==> config.mk <==
export PLATFORM = sky130hd
export DESIGN_NAME = soc_fabric_top
export DESIGN_NICKNAME = d
export VERILOG_FILES = /design/src/common/fabric_pkg.sv /design/src/hw/req_router.sv /design/src/hw/credit_fifo.sv /design/src/mem_target/mem_target.sv /design/src/hw/soc_fabric_top.sv
export VERILOG_INCLUDE_DIRS = /design/src /design/src/common
export SDC_FILE = /design/constraint.sdc
export NUM_CORES = 2
export LEC_CHECK = 0
export BUFFER_PORTS_ARGS = -buffer_cell sky130_fd_sc_hd__buf_2
export CORE_MARGIN = 5
export CORE_UTILIZATION = 39
export CTS_CLUSTER_DIAMETER = 30
export DETAILED_ROUTE_END_ITERATION = 12
export PLACE_DENSITY = 0.53
export SETUP_SLACK_MARGIN = 0.5
export SYNTH_ARGS = -nofsm -noshare
export SYNTH_HDL_FRONTEND = slang
export SYNTH_SLANG_ARGS = --single-unit
==> constraint.sdc <==
create_clock -name clk_i -period 5.7 [get_ports clk_i]
set_input_delay 0.855 -clock clk_i [delete_from_list [all_inputs] [get_ports clk_i]]
set_output_delay 0.855 -clock clk_i [all_outputs]
set_load 0.1 [all_outputs]
==> src/common/fabric_config.svh <==
// Fabric widths, FIFO depth and address map. Windows must be word aligned and must not overlap
`ifndef FABRIC_CONFIG_SVH
`define FABRIC_CONFIG_SVH

// --------------------------------------------------
// Bus widths
// --------------------------------------------------
`define FABRIC_ADDR_W 32
`define FABRIC_DATA_W 32

// Entries per FIFO, also the initial credit count of each sender
`define FABRIC_FIFO_DEPTH 4

// --------------------------------------------------
// Address map
// --------------------------------------------------
`define ROM_BASE  (32'h0000_1000)
`define ROM_WORDS 16

`define SRAM_BASE  (32'h8000_0000)
`define SRAM_WORDS 64

// Upper half of every boot ROM word
`define ROM_SIG (16'hB007)

`endif

==> src/common/fabric_pkg.sv <==
// Shared fabric types and ROM contents, single-word accesses only with at most 16 index bits
`include "fabric_config.svh"

package fabric_pkg;

  localparam int unsigned ADDR_W     = `FABRIC_ADDR_W;
  localparam int unsigned DATA_W     = `FABRIC_DATA_W;
  localparam int unsigned BE_W       = DATA_W / 8;
  localparam int unsigned ROM_IDX_W  = $clog2(`ROM_WORDS);
  localparam int unsigned SRAM_IDX_W = $clog2(`SRAM_WORDS);
  // Word index wide enough for the larger region
  localparam int unsigned IDX_W      = (SRAM_IDX_W > ROM_IDX_W) ? SRAM_IDX_W : ROM_IDX_W;

  typedef enum logic [1:0] {
    TGT_ROM  = 2'd0,
    TGT_SRAM = 2'd1,
    TGT_ERR  = 2'd2
  } target_e;

  // Same codes as an AXI response
  typedef enum logic [1:0] {
    RESP_OKAY   = 2'b00,
    RESP_SLVERR = 2'b10,
    RESP_DECERR = 2'b11
  } resp_e;

  typedef struct packed {
    logic              write;
    logic [ADDR_W-1:0] addr;
    logic [BE_W-1:0]   be;
    logic [DATA_W-1:0] wdata;
  } fabric_req_t;

  typedef struct packed {
    fabric_req_t      req;
    target_e          target;
    logic [IDX_W-1:0] index;
  } routed_req_t;

  typedef struct packed {
    resp_e             resp;
    logic [DATA_W-1:0] rdata;
  } fabric_resp_t;

  // Boot ROM word at a given index
  function automatic logic [DATA_W-1:0] rom_word(input logic [IDX_W-1:0] idx);
    logic [15:0] low;
    low = 16'(idx);
    return {`ROM_SIG, low};
  endfunction

endpackage

==> src/hw/req_router.sv <==
// Address decoder and request producer. Low two address bits are ignored, accesses are whole words
`timescale 1ns/100ps
`include "fabric_config.svh"

module req_router import fabric_pkg::*; (
  input  logic        clk_i,
  input  logic        rst_ni,
  input  fabric_req_t req_i,
  input  logic        req_valid_i,
  output logic        req_ready_o,
  output logic        push_o,
  output routed_req_t push_data_o,
  input  logic        credit_i
);

  localparam int unsigned DEPTH  = `FABRIC_FIFO_DEPTH;
  localparam int unsigned CRED_W = $clog2(DEPTH + 1);

  localparam logic [ADDR_W-1:0] ROM_LO  = `ROM_BASE;
  localparam logic [ADDR_W-1:0] ROM_HI  = `ROM_BASE + 4 * `ROM_WORDS;
  localparam logic [ADDR_W-1:0] SRAM_LO = `SRAM_BASE;
  localparam logic [ADDR_W-1:0] SRAM_HI = `SRAM_BASE + 4 * `SRAM_WORDS;

  logic [CRED_W-1:0] credit_q;
  logic [CRED_W-1:0] credit_d;
  logic              accept;
  target_e           target;
  logic [ADDR_W-1:0] offset;
  routed_req_t       routed;
  logic              push_q;
  routed_req_t       push_data_q;

  // Ready as long as a FIFO slot is guaranteed
  assign req_ready_o = (credit_q != '0);
  assign accept      = req_valid_i & req_ready_o;

  // --------------------------------------------------
  // Address decode
  // --------------------------------------------------
  always_comb begin
    target = TGT_ERR;
    offset = '0;
    if (req_i.addr >= ROM_LO && req_i.addr < ROM_HI) begin
      target = TGT_ROM;
      offset = req_i.addr - ROM_LO;
    end else if (req_i.addr >= SRAM_LO && req_i.addr < SRAM_HI) begin
      target = TGT_SRAM;
      offset = req_i.addr - SRAM_LO;
    end
  end

  assign routed.req    = req_i;
  assign routed.target = target;
  assign routed.index  = offset[IDX_W+1:2];

  // --------------------------------------------------
  // Credits
  // --------------------------------------------------
  // Credit is spent at acceptance, the push follows one cycle later
  always_comb begin
    credit_d = credit_q;
    if (accept) begin
      credit_d = credit_d - 1'b1;
    end
    if (credit_i) begin
      credit_d = credit_d + 1'b1;
    end
  end

  always_ff @(posedge clk_i or negedge rst_ni) begin
    if (!rst_ni) begin
      credit_q <= CRED_W'(DEPTH);
      push_q   <= 1'b0;
    end else begin
      credit_q <= credit_d;
      push_q   <= accept;
    end
  end

  always_ff @(posedge clk_i) begin
    if (accept) begin
      push_data_q <= routed;
    end
  end

  assign push_o      = push_q;
  assign push_data_o = push_data_q;

endmodule

==> src/hw/credit_fifo.sv <==
// Credit-managed FIFO. A push while full corrupts the contents, so the sender must honour its credits
`timescale 1ns/100ps
`include "fabric_config.svh"

module credit_fifo #(
  parameter type         payload_t = logic,
  parameter int unsigned DEPTH     = `FABRIC_FIFO_DEPTH
) (
  input  logic     clk_i,
  input  logic     rst_ni,
  input  logic     push_i,
  input  payload_t push_data_i,
  input  logic     pop_i,
  output payload_t pop_data_o,
  output logic     valid_o,
  output logic     credit_o
);

  localparam int unsigned PTR_W = (DEPTH > 1) ? $clog2(DEPTH) : 1;
  localparam int unsigned CNT_W = $clog2(DEPTH + 1);

  payload_t         mem_q [DEPTH];
  logic [PTR_W-1:0] wr_ptr_q;
  logic [PTR_W-1:0] rd_ptr_q;
  logic [CNT_W-1:0] count_q;
  logic             pop_en;

  // Wraps at DEPTH, which need not be a power of two
  function automatic logic [PTR_W-1:0] next_ptr(input logic [PTR_W-1:0] ptr);
    if (ptr == PTR_W'(DEPTH - 1)) begin
      return '0;
    end
    return ptr + 1'b1;
  endfunction

  assign valid_o    = (count_q != '0);
  assign pop_en     = pop_i & valid_o;
  assign pop_data_o = mem_q[rd_ptr_q];

  // One credit per entry that leaves, in the cycle it leaves
  assign credit_o = pop_en;

  // --------------------------------------------------
  // Pointers and occupancy
  // --------------------------------------------------
  always_ff @(posedge clk_i or negedge rst_ni) begin
    if (!rst_ni) begin
      wr_ptr_q <= '0;
      rd_ptr_q <= '0;
      count_q  <= '0;
    end else begin
      if (push_i) begin
        wr_ptr_q <= next_ptr(wr_ptr_q);
      end
      if (pop_en) begin
        rd_ptr_q <= next_ptr(rd_ptr_q);
      end
      case ({push_i, pop_en})
        2'b10:   count_q <= count_q + 1'b1;
        2'b01:   count_q <= count_q - 1'b1;
        default: count_q <= count_q;
      endcase
    end
  end

  // Storage
  always_ff @(posedge clk_i) begin
    if (push_i) begin
      mem_q[wr_ptr_q] <= push_data_i;
    end
  end

endmodule

==> src/mem_target/mem_target.sv <==
// Boot ROM, byte-enabled SRAM and error target behind one request port, one access per cycle
`timescale 1ns/100ps
`include "fabric_config.svh"

module mem_target import fabric_pkg::*; (
  input  logic         clk_i,
  input  logic         rst_ni,
  input  routed_req_t  req_data_i,
  input  logic         req_valid_i,
  output logic         req_pop_o,
  output logic         resp_push_o,
  output fabric_resp_t resp_data_o,
  input  logic         resp_credit_i
);

  localparam int unsigned DEPTH  = `FABRIC_FIFO_DEPTH;
  localparam int unsigned CRED_W = $clog2(DEPTH + 1);

  logic [DATA_W-1:0]     sram_q [`SRAM_WORDS];
  logic [DATA_W-1:0]     rom [`ROM_WORDS];
  logic [CRED_W-1:0]     credit_q;
  logic [CRED_W-1:0]     credit_d;
  logic                  pop;
  fabric_req_t           req;
  logic [SRAM_IDX_W-1:0] sram_idx;
  logic [ROM_IDX_W-1:0]  rom_idx;
  logic                  sram_we;
  fabric_resp_t          resp_d;
  fabric_resp_t          resp_q;
  logic                  push_q;

  // --------------------------------------------------
  // Boot ROM contents
  // --------------------------------------------------
  for (genvar i = 0; i < `ROM_WORDS; i++) begin : g_rom
    assign rom[i] = rom_word(IDX_W'(i));
  end

  // Pop only when the response has a guaranteed slot
  assign pop       = req_valid_i & (credit_q != '0);
  assign req_pop_o = pop;

  assign req      = req_data_i.req;
  assign sram_idx = req_data_i.index[SRAM_IDX_W-1:0];
  assign rom_idx  = req_data_i.index[ROM_IDX_W-1:0];
  assign sram_we  = pop & req.write & (req_data_i.target == TGT_SRAM);

  // --------------------------------------------------
  // Response selection
  // --------------------------------------------------
  always_comb begin
    resp_d.resp  = RESP_DECERR;
    resp_d.rdata = '0;
    case (req_data_i.target)
      TGT_SRAM: begin
        resp_d.resp = RESP_OKAY;
        if (!req.write) begin
          resp_d.rdata = sram_q[sram_idx];
        end
      end
      TGT_ROM: begin
        // Read only, writes are refused
        if (req.write) begin
          resp_d.resp = RESP_SLVERR;
        end else begin
          resp_d.resp  = RESP_OKAY;
          resp_d.rdata = rom[rom_idx];
        end
      end
      default: begin
        resp_d.resp  = RESP_DECERR;
        resp_d.rdata = '0;
      end
    endcase
  end

  // Response credits
  always_comb begin
    credit_d = credit_q;
    if (pop) begin
      credit_d = credit_d - 1'b1;
    end
    if (resp_credit_i) begin
      credit_d = credit_d + 1'b1;
    end
  end

  always_ff @(posedge clk_i or negedge rst_ni) begin
    if (!rst_ni) begin
      credit_q <= CRED_W'(DEPTH);
      push_q   <= 1'b0;
    end else begin
      credit_q <= credit_d;
      push_q   <= pop;
    end
  end

  // Registered response, pushed the cycle after the pop
  always_ff @(posedge clk_i) begin
    if (pop) begin
      resp_q <= resp_d;
    end
  end

  // --------------------------------------------------
  // SRAM with byte lanes
  // --------------------------------------------------
  // Zeroed by reset so unwritten words read back as zero
  always_ff @(posedge clk_i or negedge rst_ni) begin
    if (!rst_ni) begin
      for (int w = 0; w < `SRAM_WORDS; w++) begin
        sram_q[w] <= '0;
      end
    end else if (sram_we) begin
      for (int b = 0; b < BE_W; b++) begin
        if (req.be[b]) begin
          sram_q[sram_idx][8*b +: 8] <= req.wdata[8*b +: 8];
        end
      end
    end
  end

  assign resp_push_o = push_q;
  assign resp_data_o = resp_q;

endmodule

==> src/hw/soc_fabric_top.sv <==
// Fabric top level for a single requester, responses return in request order
`timescale 1ns/100ps
`include "fabric_config.svh"

module soc_fabric_top import fabric_pkg::*; (
  input  logic         clk_i,
  input  logic         rst_ni,
  input  fabric_req_t  req_i,
  input  logic         req_valid_i,
  output logic         req_ready_o,
  output fabric_resp_t resp_o,
  output logic         resp_valid_o,
  input  logic         resp_ready_i
);

  // Request hop
  logic         req_push;
  routed_req_t  req_push_data;
  logic         req_credit;
  routed_req_t  req_head;
  logic         req_head_valid;
  logic         req_pop;

  // Response hop
  logic         resp_push;
  fabric_resp_t resp_push_data;
  logic         resp_credit;

  req_router u_req_router (
    .clk_i       ( clk_i         ),
    .rst_ni      ( rst_ni        ),
    .req_i       ( req_i         ),
    .req_valid_i ( req_valid_i   ),
    .req_ready_o ( req_ready_o   ),
    .push_o      ( req_push      ),
    .push_data_o ( req_push_data ),
    .credit_i    ( req_credit    )
  );

  credit_fifo #(
    .payload_t ( routed_req_t       ),
    .DEPTH     ( `FABRIC_FIFO_DEPTH )
  ) u_req_fifo (
    .clk_i       ( clk_i          ),
    .rst_ni      ( rst_ni         ),
    .push_i      ( req_push       ),
    .push_data_i ( req_push_data  ),
    .pop_i       ( req_pop        ),
    .pop_data_o  ( req_head       ),
    .valid_o     ( req_head_valid ),
    .credit_o    ( req_credit     )
  );

  mem_target u_mem_target (
    .clk_i         ( clk_i          ),
    .rst_ni        ( rst_ni         ),
    .req_data_i    ( req_head       ),
    .req_valid_i   ( req_head_valid ),
    .req_pop_o     ( req_pop        ),
    .resp_push_o   ( resp_push      ),
    .resp_data_o   ( resp_push_data ),
    .resp_credit_i ( resp_credit    )
  );

  credit_fifo #(
    .payload_t ( fabric_resp_t      ),
    .DEPTH     ( `FABRIC_FIFO_DEPTH )
  ) u_resp_fifo (
    .clk_i       ( clk_i          ),
    .rst_ni      ( rst_ni         ),
    .push_i      ( resp_push      ),
    .push_data_i ( resp_push_data ),
    .pop_i       ( resp_ready_i   ),
    .pop_data_o  ( resp_o         ),
    .valid_o     ( resp_valid_o   ),
    .credit_o    ( resp_credit    )
  );

endmodule

==> results.json <==
{
  "status": "finished clean",
  "final_hold_viol_count": 0,
  "crit_required_ns": 6.45,
  "synthesis.area_sq_mm": 0.104,
  "ir_drop_v": 0.000391,
  "fin_tns_setup_ns": 0,
  "grt_pass1_vias": 80800,
  "synth_nets": 9996,
  "cap_violations": 0,
  "cts_buffers": 548,
  "io_pins": 109,
  "drt-pass1-iter-count": 6,
  "wl_mm": 392,
  "drive_gt1_frac": 0.185,
  "async_reset_ff_frac": 0.840,
  "power_frac_clock": 0.626,
  "grt_overflow": 0,
  "wire_per_inst_um": 27.4,
  "critPathMaxFanout": 28,
  "instances_no_fill": 14300,
  "synthFlopType": "dfrtp_1",
  "finalCritPeriodShare": 0.908,
  "yosysWarningCount": 0,
  "via_per_inst": 5.76,
  "die_w_um": 525,
  "yosysMostFrequentCell": "nand2_1",
  "clkLatencyLatePin_ns": 0.96,
  "intPower_mw": 39.4,
  "tritoncts": "yes",
  "clock_skew_ns": 0.0859,
  "tightest_slew_ns": 1.24,
  "arrival_ns": 5.93,
  "synth_cells": 9903,
  "port_buffers": 106,
  "fill_cells": 24000,
  "fmax_ghz": 0.193,
  "clockBufferDepth": 4,
  "synth_cell_types": 89,
  "hpwlAfterDp_mm": 247,
  "grt_max_degree": 164,
  "fin_nets": 10400,
  "final_util": 0.487,
  "antenna_found_initial": 28,
  "dpl_cell_area_sq_mm": 0.110,
  "path_clk_slew_ns": 0.05,
  "crit_path_start_kind": "flip-flop",
  "rows": 189,
  "stdcell_area_sq_mm": 0.129,
  "grt.total_usage": 0.277,
  "initial_core_util": 0.391,
  "min_path_type": "input port to flip-flop",
  "syn_to_final_growth_pct": 24.5,
  "leakagePower_nw": 54.6,
  "yosysTopAreaCell": "dfrtp_1",
  "fin_crit_ns": 5.18,
  "finalSetupViolations": 0,
  "cts_root_buf": "clkbuf_16",
  "final-max-slew-violation-count": 0,
  "ys_ff_latch": 2465,
  "end_kind": "flip-flop",
  "path_class": "flip-flop to flip-flop",
  "pwr-share-comb": 0.014,
  "whs_path_depth": 1,
  "grt_pass1_wl_mm": 568,
  "die-area_sq_mm": 0.276,
  "die_h_um": 525,
  "netlist_top_cells_count": "2,568 x nand2_1, 2,107 x o21ai_0, 2,068 x dfrtp_1, 531 x clkbuf_1, 426 x o22ai_1",
  "cts_sinks": 2465,
  "vias": 82400,
  "postSynthAreaPerCell_sq_um": 10.5,
  "seq_power_share": 0.359,
  "grt_setup_unrepaired": "false",
  "p_total_mw": 50.0,
  "core_sq_mm": 0.265,
  "synth_area_leaders": "dfrtp_1 50%, edfxtp_1 11%, o21ai_0 10%",
  "htree_levels": 6,
  "place_congestion": 0.909,
  "drt-initial-drc-count": 9001,
  "synth_edf_count": 395,
  "power_switching_mw": 10.6,
  "slew_headroom": 0.175,
  "synth_top_area_frac": 0.500,
  "final_antenna_net_count": 0,
  "yosysSeqAreaShare": 0.615,
  "drc_errors": 0,
  "power.share.switching": 0.213,
  "power_density_mw_per_mm2": 388,
  "rr_worst_depth": 9,
  "placed_cells": 13300
}
## state kept, by name, indices dropped and copies added (netlist names)
register                  flops
u_mem_target.sram_q        2048
u_req_fifo.mem_q            180
u_resp_fifo.mem_q           136
u_req_router.push_data_o     45
u_mem_target.resp_data_o     34
u_mem_target.credit_q         3
u_req_fifo.count_q            3
u_req_router.credit_q         3
u_resp_fifo.count_q           3
u_req_fifo.rd_ptr_q           2
u_req_fifo.wr_ptr_q           2
u_resp_fifo.rd_ptr_q          2
u_resp_fifo.wr_ptr_q          2
u_mem_target.resp_push_o      1
u_req_router.push_o           1
## cell families (layout without fill, tap and decap cells)
logic type	after synthesis	in the layout	synth area share
buffers and inverters	839	1687	0.0366
and+or+nand+nor	2943	2943	0.113
adders and majority gates	20	20	0.00256
other	0	14	0
muxes	454	455	0.0574
DFF	2465	2465	0.615
AOI/OAI and AO/OA	3169	3169	0.175
xor gates and xnor gates	13	13	0.00110
## per-stage QoR
stage	hold slack, ns	setup WS [ns]
after floorplan	0.434	2.33
after global placement	0.452	0.418
after detailed placement	0.458	0.377
after CTS	0.102	0.592
after global routing	0.0921	0.599
final	0.136	0.523
## power by group through the flow
stage / clock network (mW) / registers, mW / logic (mW)
3_3_place_gp: 0 / 18.2 / 0.730
4_1_cts: 31.6 / 18.0 / 0.756
2_1_floorplan: 0 / 18.2 / 0.302
3_5_place_dp: 0 / 18.2 / 0.747
5_1_grt: 32.6 / 18.0 / 0.826
6_report: 31.3 / 18.0 / 0.722
## area by class of cell
| type | instances | area [sq um] | share of cell area |
|---|---|---|---|
| flip-flops and latches | 2465 | 63700 | 0.494 |
| multi-input cells | 6600 | 36800 | 0.285 |
| clock buffers | 735 | 15400 | 0.120 |
| repair buffers | 688 | 5460 | 0.0423 |
| well taps | 3533 | 4420 | 0.0343 |
| clock inverters | 241 | 3090 | 0.0240 |
| inverters | 23 | 86.3 | 0.000670 |
| diodes | 14 | 35.0 | 0.000272 |
## critical path: stages, from the launching register on
cell	delay, ns
dfrtp_4	0.69
mux4_4	1.02
or3b_4	0.73
buf_4	0.37
o22ai_1	0.12
o41a_1	0.43
nor4_1	0.54
o221ai_1	0.30
o32ai_2	0.55
buf_4	0.24
## layout by cell type, fill, tap and decap left out, types with 29 or more instances in the layout
cell type,n
clkinvlp_4,31
nor2_1,121
mux2i_1,135
clkbuf_8,80
edfxtp_1,395
clkbuf_1,98
a31oi_1,43
clkbuf_16,557
o22a_1,32
a211oi_1,29
buf_2,105
o21ai_0,2107
a21oi_1,96
clkinv_2,87
buf_4,538
buf_12,44
nor4_1,43
dfrtp_1,2065
o21ai_4,32
nor3_1,39
nand3_1,35
o22ai_1,426
bufinv_16,51
mux4_2,87
nand2_1,2566
o221ai_1,226
mux2_2,227
## final timing paths
path	end	start	slack (ns)
max	u_mem_target.resp_data_o[2]	u_req_fifo.rd_ptr_q[0]	0.52
min	u_req_router.push_data_o[76]	req_i[68]	0.14
max reg2reg	u_mem_target.resp_data_o[2]	u_req_fifo.rd_ptr_q[0]	0.52
min reg2reg	u_mem_target.sram_q[509]	u_mem_target.sram_q[509]	0.47
max in group asynchronous	u_mem_target.sram_q[1639]	rst_ni	3.46
min in group asynchronous	u_mem_target.sram_q[1649]	rst_ni	0.49
## timing repair
action | CTS | global route
gates cloned | 0 | 1
endpoints found under the setup margin | 1 | 1
setup buffers | 0 | 1
hold buffers | 1 | 0
pin swaps | 0 | 0
hold endpoints to repair | 32 | 0
resized for setup | 1 | 0
## per-layer routing
layer  vias up  track usage  part of all wire
li1      36200            -                 -
met1     41400        0.383              0.42
met2      3973        0.403              0.43
met3       852       0.0778             0.099
met4        16        0.129             0.052
met5         -            0           0.00028
No activity file was read; power rests on OpenSTA's default activity.
